### src/logic/harness_pkg.sv
// -------------------------------------------------------------------------
// Shared widths, memory map and boot image of the SoC test harness.
// Imported by every RTL block and read by the testbench for its
// ROM and exit-code model.
// -------------------------------------------------------------------------

package harness_pkg;

  // -------------------------------------------------------------------------
  // Bus widths
  // -------------------------------------------------------------------------
  localparam int unsigned AddrWidth = 32;
  localparam int unsigned DataWidth = 64;
  localparam int unsigned StrbWidth = DataWidth / 8;

  typedef logic [AddrWidth-1:0] addr_t;
  typedef logic [DataWidth-1:0] data_t;
  typedef logic [StrbWidth-1:0] strb_t;

  // -------------------------------------------------------------------------
  // Memory map
  // -------------------------------------------------------------------------
  localparam addr_t       RomBase  = 32'h0001_0000;
  localparam int unsigned RomWords = 8;

  // Fixed boot code, one 64-bit word per entry
  localparam data_t BootImage [RomWords] = '{
    64'h0000_0513_0000_0297,
    64'h0182_b283_0105_0593,
    64'h0002_8067_f140_2573,
    64'h1050_0073_0000_0013,
    64'hffdf_f06f_0000_0013,
    64'h0000_0000_8000_0000,
    64'hdead_beef_cafe_f00d,
    64'h0123_4567_89ab_cdef
  };

  localparam addr_t SramBase = 32'h8000_0000;
  localparam addr_t ExitAddr = SramBase + 32'h0000_0100;  // Also a normal SRAM word

  // Decoded target of a bus request
  typedef enum logic [1:0] {
    REGION_ROM,
    REGION_SRAM,
    REGION_ERR
  } region_e;

  // Top level defaults
  localparam int unsigned DefaultNumWords       = 1024;
  localparam int unsigned DefaultDbgDelayCycles = 500;
  localparam int unsigned DefaultNrHarts        = 2;

endpackage

### src/logic/debug_req_gate.sv
// -------------------------------------------------------------------------
// Per-hart debug request gate. Requests are held back for a fixed
// number of cycles after reset and whenever debug is disabled.
// -------------------------------------------------------------------------

`timescale 1ns/100ps

module debug_req_gate #(
  parameter int unsigned DbgDelayCycles = harness_pkg::DefaultDbgDelayCycles,
  parameter int unsigned NrHarts        = harness_pkg::DefaultNrHarts
) (
  input  logic               clk_i,
  input  logic               rst_ni,
  input  logic               debug_enable_i,
  input  logic [NrHarts-1:0] debug_req_i,
  output logic [NrHarts-1:0] debug_req_o
);

  localparam int unsigned CntWidth =
    (DbgDelayCycles > 0) ? $clog2(DbgDelayCycles + 1) : 1;

  logic [CntWidth-1:0] cnt_d;
  logic [CntWidth-1:0] cnt_q;

  // Count down once, then rest at zero
  assign cnt_d = (cnt_q != '0) ? cnt_q - 1'b1 : '0;

  always_ff @(posedge clk_i or negedge rst_ni) begin
    if (!rst_ni) begin
      cnt_q <= CntWidth'(DbgDelayCycles);
    end else begin
      cnt_q <= cnt_d;
    end
  end

  assign debug_req_o = (cnt_q != '0 || !debug_enable_i) ? '0 : debug_req_i;

  a_quiet_in_delay: assert property (@(posedge clk_i) disable iff (!rst_ni)
    (cnt_q != '0) |-> (debug_req_o == '0));

endmodule

### config.mk
export PLATFORM = sky130hd
export DESIGN_NAME = debug_req_gate
export DESIGN_NICKNAME = d
export VERILOG_FILES = /design/src/logic/harness_pkg.sv /design/src/logic/debug_req_gate.sv
export SDC_FILE = /design/constraint.sdc
export NUM_CORES = 1
export LEC_CHECK = 0
export BUFFER_PORTS_ARGS = -buffer_cell sky130_fd_sc_hd__clkbuf_2
export CORE_AREA = 4 4 41 43
export DETAILED_ROUTE_END_ITERATION = 7
export DIE_AREA = 0 0 45 47
export GPL_TIMING_DRIVEN = 0
export PLACE_DENSITY = 0.61
export SLEW_MARGIN = 0
export SYNTH_ARGS = -nofsm -noshare
export SYNTH_HDL_FRONTEND = slang
export SYNTH_SLANG_ARGS = --single-unit
### constraint.sdc
create_clock -name clk_i -period 2.1 [get_ports clk_i]
set_input_delay 0.42 -clock clk_i [delete_from_list [all_inputs] [get_ports clk_i]]
set_output_delay 0.42 -clock clk_i [all_outputs]
set_load 0.02 [all_outputs]
* Yosys cells after proc, flatten, opt, wreduce, memory -nomap -nowiden *
Cells that the tools add are included.

storage, ports and cells
  bits in registers = 9
  output and inout port bits = 2
  input bits = 5
  logic and storage cells = 7

operators by class
  $add $sub $neg = 1
  muxes and demuxes = 2
  reductions and logical operators = 3

operators by type and width
  kind                                               count
  two-way mux 9 bit                                  1
  nonzero test 9 bit                                 1
  subtractor 9 x 1 -> 9 bit (second input constant)  1
  two-way mux 2 bit                                  1
  logical NOT 1 bit                                  1
  logical OR 1 bit                                   1

* Logic depth before layout (Yosys ltp) *
Gate-level depths: netlist of run 1.

  depth after elaboration = 3
  depth in mapped cells = 5
  depth with buffers taken out = 5

* Least setup slack after synthesis of run 1 *
Ideal clock, no wire load.

  kind = reg-to-output
  start point = register cnt_q[0]
  end point = output debug_req_o[0]
  stages on the path, launching flop included = 6
  arrival time = 1.615 ns
  path slack = 0.065 ns
  path through = dfrtp_1 > inv_1 > ha_1 > or3b_2 > nor2_1 > and4_1

between the ends
  cells in the longest elaborated chain, start to end = 3

ends and longest elaborated chain
  item                      line                  RTL
  start: declaration        debug_req_gate.sv:23  logic [CntWidth-1:0] cnt_q;
  start signal: assignment  debug_req_gate.sv:30  cnt_q <= CntWidth'(DbgDelayCycles);
  start signal: assignment  debug_req_gate.sv:32  cnt_q <= cnt_d;
  nonzero test 9 bit        debug_req_gate.sv:36  assign debug_req_o = (cnt_q != '0 || !debug_enable_i) ? '0 : debug_req_i;
  logical OR 1 bit          debug_req_gate.sv:36
  two-way mux 2 bit         debug_req_gate.sv:36
  end: declaration          debug_req_gate.sv:16  output logic [NrHarts-1:0] debug_req_o

Every way passes these cells.

* Worst setup path after layout of run 1 *
  start point = register cnt_q[1]
  end point = output debug_req_o[0]

Same word-level chain as after synthesis.

==> run summary, run 1 <==
status = finished with violations
violated checks = negative setup slack
max reg flops = 9
GRT met2 Usage = 18.9%
Max VDD drop = 0.232 mV
CTS Root Cell = clkbuf_4
vias in the first global route = 402
initial antenna violation count = 0
CTS Hold Bufs = 0
largest net degree at the start of global routing = 10
critical path class = flip-flop to output pin
Die H = 47 um
Pins Over Slew Limit = 0
Min Hold Slack = 0.00532 ns
max_cap viols = 0
Vias/cell = 5.57
Post-DP Area = 500 um2
Largest Register = cnt_q
Seq/Total Area, Yosys = 51.5%
Overall Global Routing Usage = 11.8%
Post-Layout Cell Count = 72
Die ar. = 2120 um2
1st-iter DRT viols = 4
Inst Count DP = 63
CP cell instances = inv_2 -> ha_4 -> or3b_4 -> nor2_4 -> and4_1 -> clkbuf_8
Yosys cell types = 22
Starting Density = 34.7%
I/O pins = 7
Antenna Violating Nets Remaining = 0
antenna cells = 0
async set-reset flop share out of synthesis = 100%
Setup TNS = -0.0113 ns
via count = 401
core area = 1300 um2
GRT overflow = 0
clock slew at reported path FFs = 0.06 ns
Max Clk Rate = 474 MHz
drt first pass iters = 4
crit end category = output pin
EDFF count, synth = 0
WL per Instance = 13.5 um
top post-synthesis cells by count = dfstp_2, nor2_1, o21ai_0
fin nets = 64
Die Wd = 45 um
syn_area_per_cell = 10.8 um2
top-area cell type share of the netlist area = 34.9%
gpl congestion = 0.792
Least-Margin Pin Slew = 0.327 ns
Worst Path Max Fanout = 3
critical path startpoint category = flip-flop
main flop type after synthesis = dfstp_2
Residual DRC = 0
area grow syn2layout = 34.6%
Num CTS Buffers = 3
clk_skew = 0.00376 ns
YS warnings = 0
RSZ-0062 raised after global routing = true
final worst-path cycle share = 101%
first-pass GRT wire length = 1710 um
syn_nets = 48
layout cell share with drive strength beyond 1 = 54.4%
CP required = 1.68 ns
Reg2Reg Setup Slack = 0.43 ns
HP Class = input pin to asynchronous set/reset pin
top cells by area, synth = dfstp_2, dfrtp_1, o21ai_0
final hold viol count = 0
Worst EP arrival = 1.69 ns
met3 Use GR = 4.21%
busiest metal layer after global routing = met2
final worst slack = -0.0113 ns
CTS Sinks = 9
Setup violations, final = 1
clock period minus worst slack = 2.11 ns
count leader, synth = dfstp_2
power per cell area = 532 nW/um2
Synth Register Bits = 9
Post-Route WL = 970 um
slew margin rel. = 78.1%
CP max-delay cell = dfrtp_1
clock tree buffer depth = 2
CTS H-tree depth = 1
slowest cell delay on critical path = 0.39 ns
leading area contributor after synthesis = dfstp_2
met1 Use GR = 12.4%
Cell Area, Synth = 452 um2
Clock Latency Late Sink = 0.26 ns
count of input and output buffers = 6
biggest regs = cnt_q (9)
Synth Instances = 42
row cnt = 13
post-route design area = 608 um2
CTS tree = done
leak pwr = 0.000282 uW
[cell usage in the layout (no fill, tap or decap), drive strengths merged]
master	Yosys	layout
clkbuf	0	10
dfstp	6	6
o21ai	5	5
buf	0	5
nor2	5	5
dfrtp	3	3
inv	3	3
or4	2	2
and4	2	2
o31ai	2	2
nand2	2	2
a21oi	2	2
nor3	2	2
or3b	1	1
nor4	1	1
mux2	1	1
or3	1	1
nor4b	1	1
nor3b	1	1
xnor2	1	1
ha	1	1
[layout make-up]
class | count | area (um2)
fill | 131 | 693
multi-input combinational | 30 | 234
sequential | 9 | 233
timing repair buffer | 11 | 85.1
clock buffer | 4 | 26.3
tap | 15 | 18.8
inverter | 3 | 11.3
[worst max-delay path: cells and delay by family (launching register included)]
kind	cells	cell delay, ns
simple gates	3	0.69
buf+inv	2	0.22
fa+ha+maj	1	0.13
flops	1	0.39
[where the power goes]
part           total (uW)  leakage, uW  internal, uW  switching (uW)
logic                16.1     0.000163          7.94            8.13
clock network         133    0.0000150          73.2            60.2
registers             174     0.000104           174               0
[worst paths after layout]
check,depth (start not counted),end,start
worst max register to register,4,cnt_q[7],cnt_q[1]
worst min-delay path,1,cnt_q[0],rst_ni
worst min register to register,2,cnt_q[4],cnt_q[4]
min in group clk_i,2,cnt_q[4],cnt_q[4]
max in group asynchronous,1,cnt_q[5],rst_ni
worst max-delay path,6,debug_req_o[0],cnt_q[1]
[logic make-up after synthesis]
group	synth area share, %
flip-flops	51.5
adder cells (fa/ha/maj)	2.77
XOR/XNOR	1.94
AND/OR/NAND/NOR	26.9
AO/OA/AOI/OAI	11.9
buffers and inverters	2.49
multiplexers	2.49
[per-layer routing]
metal / up-vias / part of all wire, %
li1: 187 / -
met1: 187 / 42
met2: 21 / 50
met3: 6 / 6.1
met4: 0 / 1.6
met5: - / 0
[through the flow]
stage	setup slack, ns	total power, uW	util (%)
6_report	-0.0113	323	46.7
5_1_grt	-0.102	338	46.7
4_1_cts	-0.0179	330	46.7
3_5_place_dp	-0.108	190	38.5
3_3_place_gp	-0.0936	189	38.5
2_1_floorplan	0.0650	181	-
[timing repair]
item	CTS	global route
pin swaps	4	1
setup endpoints to repair	2	2
setup buffers	5	0
resized for setup	12	0
Note: power is estimated with default switching activity, not from simulation.
==> run 2, diff against run 1 <==
CTS_CLUSTER_SIZE = 8   (was unset)
TNS_END_PERCENT = 50   (was unset)
clock period = 2.4 ns   (was 2.1 ns; I/O delays follow)
==> run summary, run 2 (synthesis results as in run 1) <==
CP required = 1.92 ns (was 1.68 ns)
Setup violations, final = 0 (was 1)
Die H = 47 um (unchanged)
core area = 1300 um2 (unchanged)
Inst Count DP = 63 (unchanged)
Vias/cell = 5.19 (was 5.57)
drt first pass iters = 3 (was 4)
final worst-path cycle share = 96.1%
Die ar. = 2120 um2 (unchanged)
final worst slack = 0.0939 ns (was -0.0113 ns)
Post-Route WL = 904 um (was 970 um)
Setup TNS = 0 ns (was -0.0113 ns)
1st-iter DRT viols = 1 (was 4)
largest net degree at the start of global routing = 10 (unchanged)
RSZ-0062 raised after global routing = false (was true)
HP Class = input pin to asynchronous set/reset pin (unchanged)
Worst Path Max Fanout = 5 (was 3)
final hold viol count = 0 (unchanged)
Max VDD drop = 0.206 mV (was 0.232 mV)
gpl congestion = 0.792 (unchanged)
Num CTS Buffers = 3 (unchanged)
crit end category = output pin (unchanged)
Antenna Violating Nets Remaining = 0 (unchanged)
most common cell after layout, fill and taps aside = dfstp_2 (unchanged)
via count = 358 (was 401)
most frequent cells in the layout = dfstp_2, o21ai_0, nor2_1, clkbuf_2 (was dfstp_2, o21ai_0, buf_4)
Starting Density = 34.7% (unchanged)
I/O pins = 7 (unchanged)
status = finished, final reports clean (was finished with violations)
clk_skew = 0.00390 ns (was 0.00376 ns)
Pins Over Slew Limit = 0 (unchanged)
row cnt = 13 (unchanged)
layout cell share with drive strength beyond 1 = 46.3% (was 54.4%)
count of input and output buffers = 6 (unchanged)
CTS H-tree depth = 1 (unchanged)
clock tree buffer depth = 2 (unchanged)
leak pwr = 0.000263 uW (was 0.000282 uW)
power per cell area = 495 nW/um2 (was 532 nW/um2)
first-pass GRT wire length = 1640 um (was 1710 um)
Clock Latency Late Sink = 0.26 ns (about the same)
fin nets = 61 (was 64)
critical path startpoint category = flip-flop (unchanged)
pre-CTS setup slack = 0.132 ns (was -0.108 ns)
clock period minus worst slack = 2.31 ns
antenna cells = 0 (unchanged)
Least-Margin Pin Slew = 0.325 ns (was 0.327 ns)
Max Clk Rate = 434 MHz
Worst EP arrival = 1.83 ns (was 1.69 ns)
area grow syn2layout = 25.5% (was 34.6%)
clock slew at reported path FFs = 0.06 ns (about the same)
Residual DRC = 0 (unchanged)
CTS Sinks = 9 (unchanged)
Die Wd = 45 um (unchanged)
critical path class = flip-flop to output pin (unchanged)
Post-Layout Cell Count = 69 (was 72)
max_cap viols = 0 (unchanged)
initial antenna violation count = 0 (unchanged)
Worst R2R Path Depth = 6 (was 4)
biggest regs = cnt_q (9) (unchanged)
Overall Global Routing Usage = 11.2% (was 11.8%)
Largest Register = cnt_q (unchanged)
WL per Instance = 13.1 um (was 13.5 um)
CTS Root Cell = clkbuf_4 (unchanged)
CTS tree = done (unchanged)
slew margin rel. = 78.2% (was 78.1%)
max reg flops = 9 (unchanged)
vias in the first global route = 373 (was 402)
GRT overflow = 0 (unchanged)
-- run 2: cell types whose count changed in the layout (fill, tap and decap cells not counted) --
cell	delta
buf_4	-2
inv_2	-2
clkbuf_8	-2
buf_2	+1
or4_4	-1
or4_1	+1
inv_1	+2
-- run 2: layout make-up --
class                      instances  area [um2]
clock buffer                       4        26.3
fill                             131         734
inverter                           3        11.3
multi-input combinational         30         230
sequential                         9         233
tap                               15        18.8
timing repair buffer               8        47.5
-- run 2: what timing repair did --
| action | in CTS | in global routing |
|---|---|---|
| pin swaps | 0 | 0 |
| buffers inserted | 0 | 2 |
| endpoints found under the setup margin | 2 | 2 |
| hold buffers | 0 | 0 |
| gates resized for setup | 3 | 5 |
-- run 2: where the power goes --
part           leakage [uW]  switching (uW)  internal, uW
clock             0.0000150            52.9          64.1
combinational      0.000144            6.77          4.82
sequential         0.000104               0           152
total              0.000263            59.7           221
-- run 2: per-layer routing --
| layer | track usage [%] | part of all wire (%) | vias up |
|---|---|---|---|
| met5 | 0 | 0 | - |
| met4 | 8.77 | 0 | 0 |
| met3 | 3.45 | 4.0 | 0 |
| met2 | 17.2 | 53 | 6 |
| met1 | 12.9 | 43 | 174 |
| li1 | - | - | 178 |
-- run 2: metrics by stage --
step / total power, uW / util, % / cell area (um2) / hold slack, ns
2_1_floorplan: 158 / - / 452 / 0.184
3_3_place_gp: 166 / 38.5 / 500 / 0.350
3_5_place_dp: 166 / 38.5 / 500 / 0.347
4_1_cts: 286 / 41.1 / 534 / 0.0642
5_1_grt: 293 / 43.6 / 567 / 0.0685
6_report: 281 / 43.6 / 567 / 0.0641
-- run 2: worst paths after layout --
| kind | slack (ns) | to | start |
|---|---|---|---|
| max | 0.09 | debug_req_o[1] | cnt_q[0] |
| min | 0.06 | cnt_q[0] | rst_ni |
| max reg2reg | 0.66 | cnt_q[1] | cnt_q[0] |
| min reg2reg | 0.50 | cnt_q[0] | cnt_q[0] |
| max in group asynchronous | 2.08 | cnt_q[5] | rst_ni |
| min in group clk_i | 0.50 | cnt_q[0] | cnt_q[0] |
-- run 2: critical path, stage by stage (launching register included) --
cell and delay (ns):
dfrtp_1 0.41, inv_1 0.11, ha_4 0.16, or3b_4 0.41
nor2_4 0.13, and4_1 0.18, buf_2 0.16
==> run 3, diff against run 2 <==
RECOVER_POWER = 25   (was unset)
==> run summary, run 3 (synthesis results as in run 1) <==
CTS Sinks = 9 (unchanged)
leak pwr = 0.000260 uW (was 0.000263 uW)
post-layout util = 43.5% (was 43.6%)
most common cell after layout, fill and taps aside = dfstp_2 (unchanged)
Worst Path Max Fanout = 5 (unchanged)
status = finished, final reports clean (unchanged)
drt first pass iters = 3 (unchanged)
clock period minus worst slack = 2.31 ns (unchanged)
Largest Register = cnt_q (unchanged)
Die H = 47 um (unchanged)
Num CTS Buffers = 3 (unchanged)
Worst R2R Path Depth = 6 (unchanged)
Residual DRC = 0 (unchanged)
RSZ-0062 raised after global routing = false (unchanged)
power per cell area = 496 nW/um2 (was 495 nW/um2)
Clock Latency Late Sink = 0.26 ns (about the same)
Antenna Violating Nets Remaining = 0 (unchanged)
max reg flops = 9 (unchanged)
clk_skew = 0.00390 ns (unchanged)
initial antenna violation count = 0 (unchanged)
Setup violations, final = 0 (unchanged)
CTS H-tree depth = 1 (unchanged)
Die ar. = 2120 um2 (unchanged)
largest net degree at the start of global routing = 10 (unchanged)
clock tree buffer depth = 2 (unchanged)
critical path startpoint category = flip-flop (unchanged)
1st-iter DRT viols = 1 (unchanged)
I/O pins = 7 (unchanged)
clock slew at reported path FFs = 0.06 ns (about the same)
Max Clk Rate = 434 MHz (unchanged)
core area = 1300 um2 (unchanged)
Overall Global Routing Usage = 11.2% (unchanged)
critical path class = flip-flop to output pin (unchanged)
net switching power figure = 59.7 uW (about the same)
Reg2Reg Setup Slack = 0.66 ns (about the same)
Die Wd = 45 um (unchanged)
most frequent cells in the layout = dfstp_2, o21ai_0, nor2_1 (was dfstp_2, o21ai_0, nor2_1, clkbuf_2)
HP Class = input pin to asynchronous set/reset pin (unchanged)
internal power = 221 uW (about the same)
row cnt = 13 (unchanged)
first-pass GRT wire length = 1640 um (unchanged)
biggest regs = cnt_q (9) (unchanged)
max_cap viols = 0 (unchanged)
Pins Over Slew Limit = 0 (unchanged)
Vias/cell = 5.19 (unchanged)
crit end category = output pin (unchanged)
WL per Instance = 13.1 um (about the same)
gpl congestion = 0.792 (unchanged)
layout cell share with drive strength beyond 1 = 44.4% (was 46.3%)
count of input and output buffers = 6 (unchanged)
FF-to-FF End = cnt_q[1] (unchanged)
Inst Count DP = 63 (unchanged)
Sw Ratio = 21.3% (was 21.2%)
GRT overflow = 0 (unchanged)
Worst EP arrival = 1.83 ns (about the same)
vias in the first global route = 373 (unchanged)
slew margin rel. = 68.2% (was 78.2%)
area grow syn2layout = 25.2% (was 25.5%)
fin nets = 61 (unchanged)
Post-Layout Cell Count = 69 (unchanged)
Max VDD drop = 0.206 mV (about the same)
Starting Density = 34.7% (unchanged)
CP required = 1.92 ns (about the same)
final worst-path cycle share = 96.1% (unchanged)
Least-Margin Pin Slew = 0.476 ns (was 0.325 ns)
Post-Route WL = 906 um (was 904 um)
CTS Root Cell = clkbuf_4 (unchanged)
Setup TNS = 0 ns (unchanged)
Logic pwr share = 4.1% (about the same)
RR Startpoint = cnt_q[0] (unchanged)
Clock Power Share = 41.7% (about the same)
final hold viol count = 0 (unchanged)
CTS Hold Bufs = 0 (unchanged)
CTS tree = done (unchanged)
share of power burned in registers = 54.3% (was 54.2%)
via count = 358 (unchanged)
antenna cells = 0 (unchanged)
[run 3: power by group through the flow]
stage | clock, uW | sequential [uW] | combinational (uW)
floorplan | 0 | 155 | 3.68
global placement | 0 | 155 | 11.2
detailed placement | 0 | 155 | 11.4
CTS | 122 | 152 | 11.5
global route | 128 | 152 | 12.8
finish | 117 | 152 | 11.4
[run 3: area by class of cell]
cell class	count	area, um2
well taps	15	18.8
repair buffers	8	46.3
multi-input cells	30	230
clock buffers	4	26.3
inverters	3	11.3
flip-flops and latches	9	233
fillers	132	736
[run 3: repair_timing]
item                                    4_1_cts  5_1_grt
buffers inserted                              0        2
endpoints found under the setup margin        2        2
resized for setup                             3        5
cloned                                        0        0
[run 3: critical path, stage by stage (launching register included)]
cell and delay (ns):
dfrtp_1 0.41, inv_1 0.11, ha_4 0.16, or3b_4 0.41, nor2_4 0.13, and4_1 0.18, buf_2 0.16
[run 3: through the flow]
step	total power (uW)	cell area, um2	hold slack (ns)	setup slack (ns)
2_1_floorplan	158	452	0.184	0.305
4_1_cts	286	534	0.0642	0.000404
5_1_grt	293	566	0.175	0.00638
6_report	281	566	0.146	0.0939
3_3_place_gp	166	500	0.350	0.146
3_5_place_dp	166	500	0.347	0.132
[run 3: how the worst max path moves through the flow]
| stage | from | to | slack (ns) | cells after the start |
|---|---|---|---|---|
| 2_1_floorplan | cnt_q[0] | debug_req_o[0] | 0.31 | 5 |
| 3_3_place_gp | cnt_q[0] | debug_req_o[0] | 0.15 | 6 |
| 3_5_place_dp | cnt_q[0] | debug_req_o[0] | 0.13 | 6 |
| 4_1_cts | cnt_q[0] | debug_req_o[0] | 0.0004 | 6 |
| 5_1_grt | cnt_q[0] | debug_req_o[1] | 0.006 | 6 |
| 6_report | cnt_q[0] | debug_req_o[1] | 0.09 | 6 |
[run 3: layer usage]
| metal | wire (um) | global-route usage [%] | vias to the layer above |
|---|---|---|---|
| met4 | 0 | 8.77 | 0 |
| met2 | 478 | 17.2 | 6 |
| met1 | 391 | 12.9 | 174 |
| met3 | 36 | 3.45 | 0 |
| li1 | - | - | 178 |
| met5 | 0 | 0 | - |
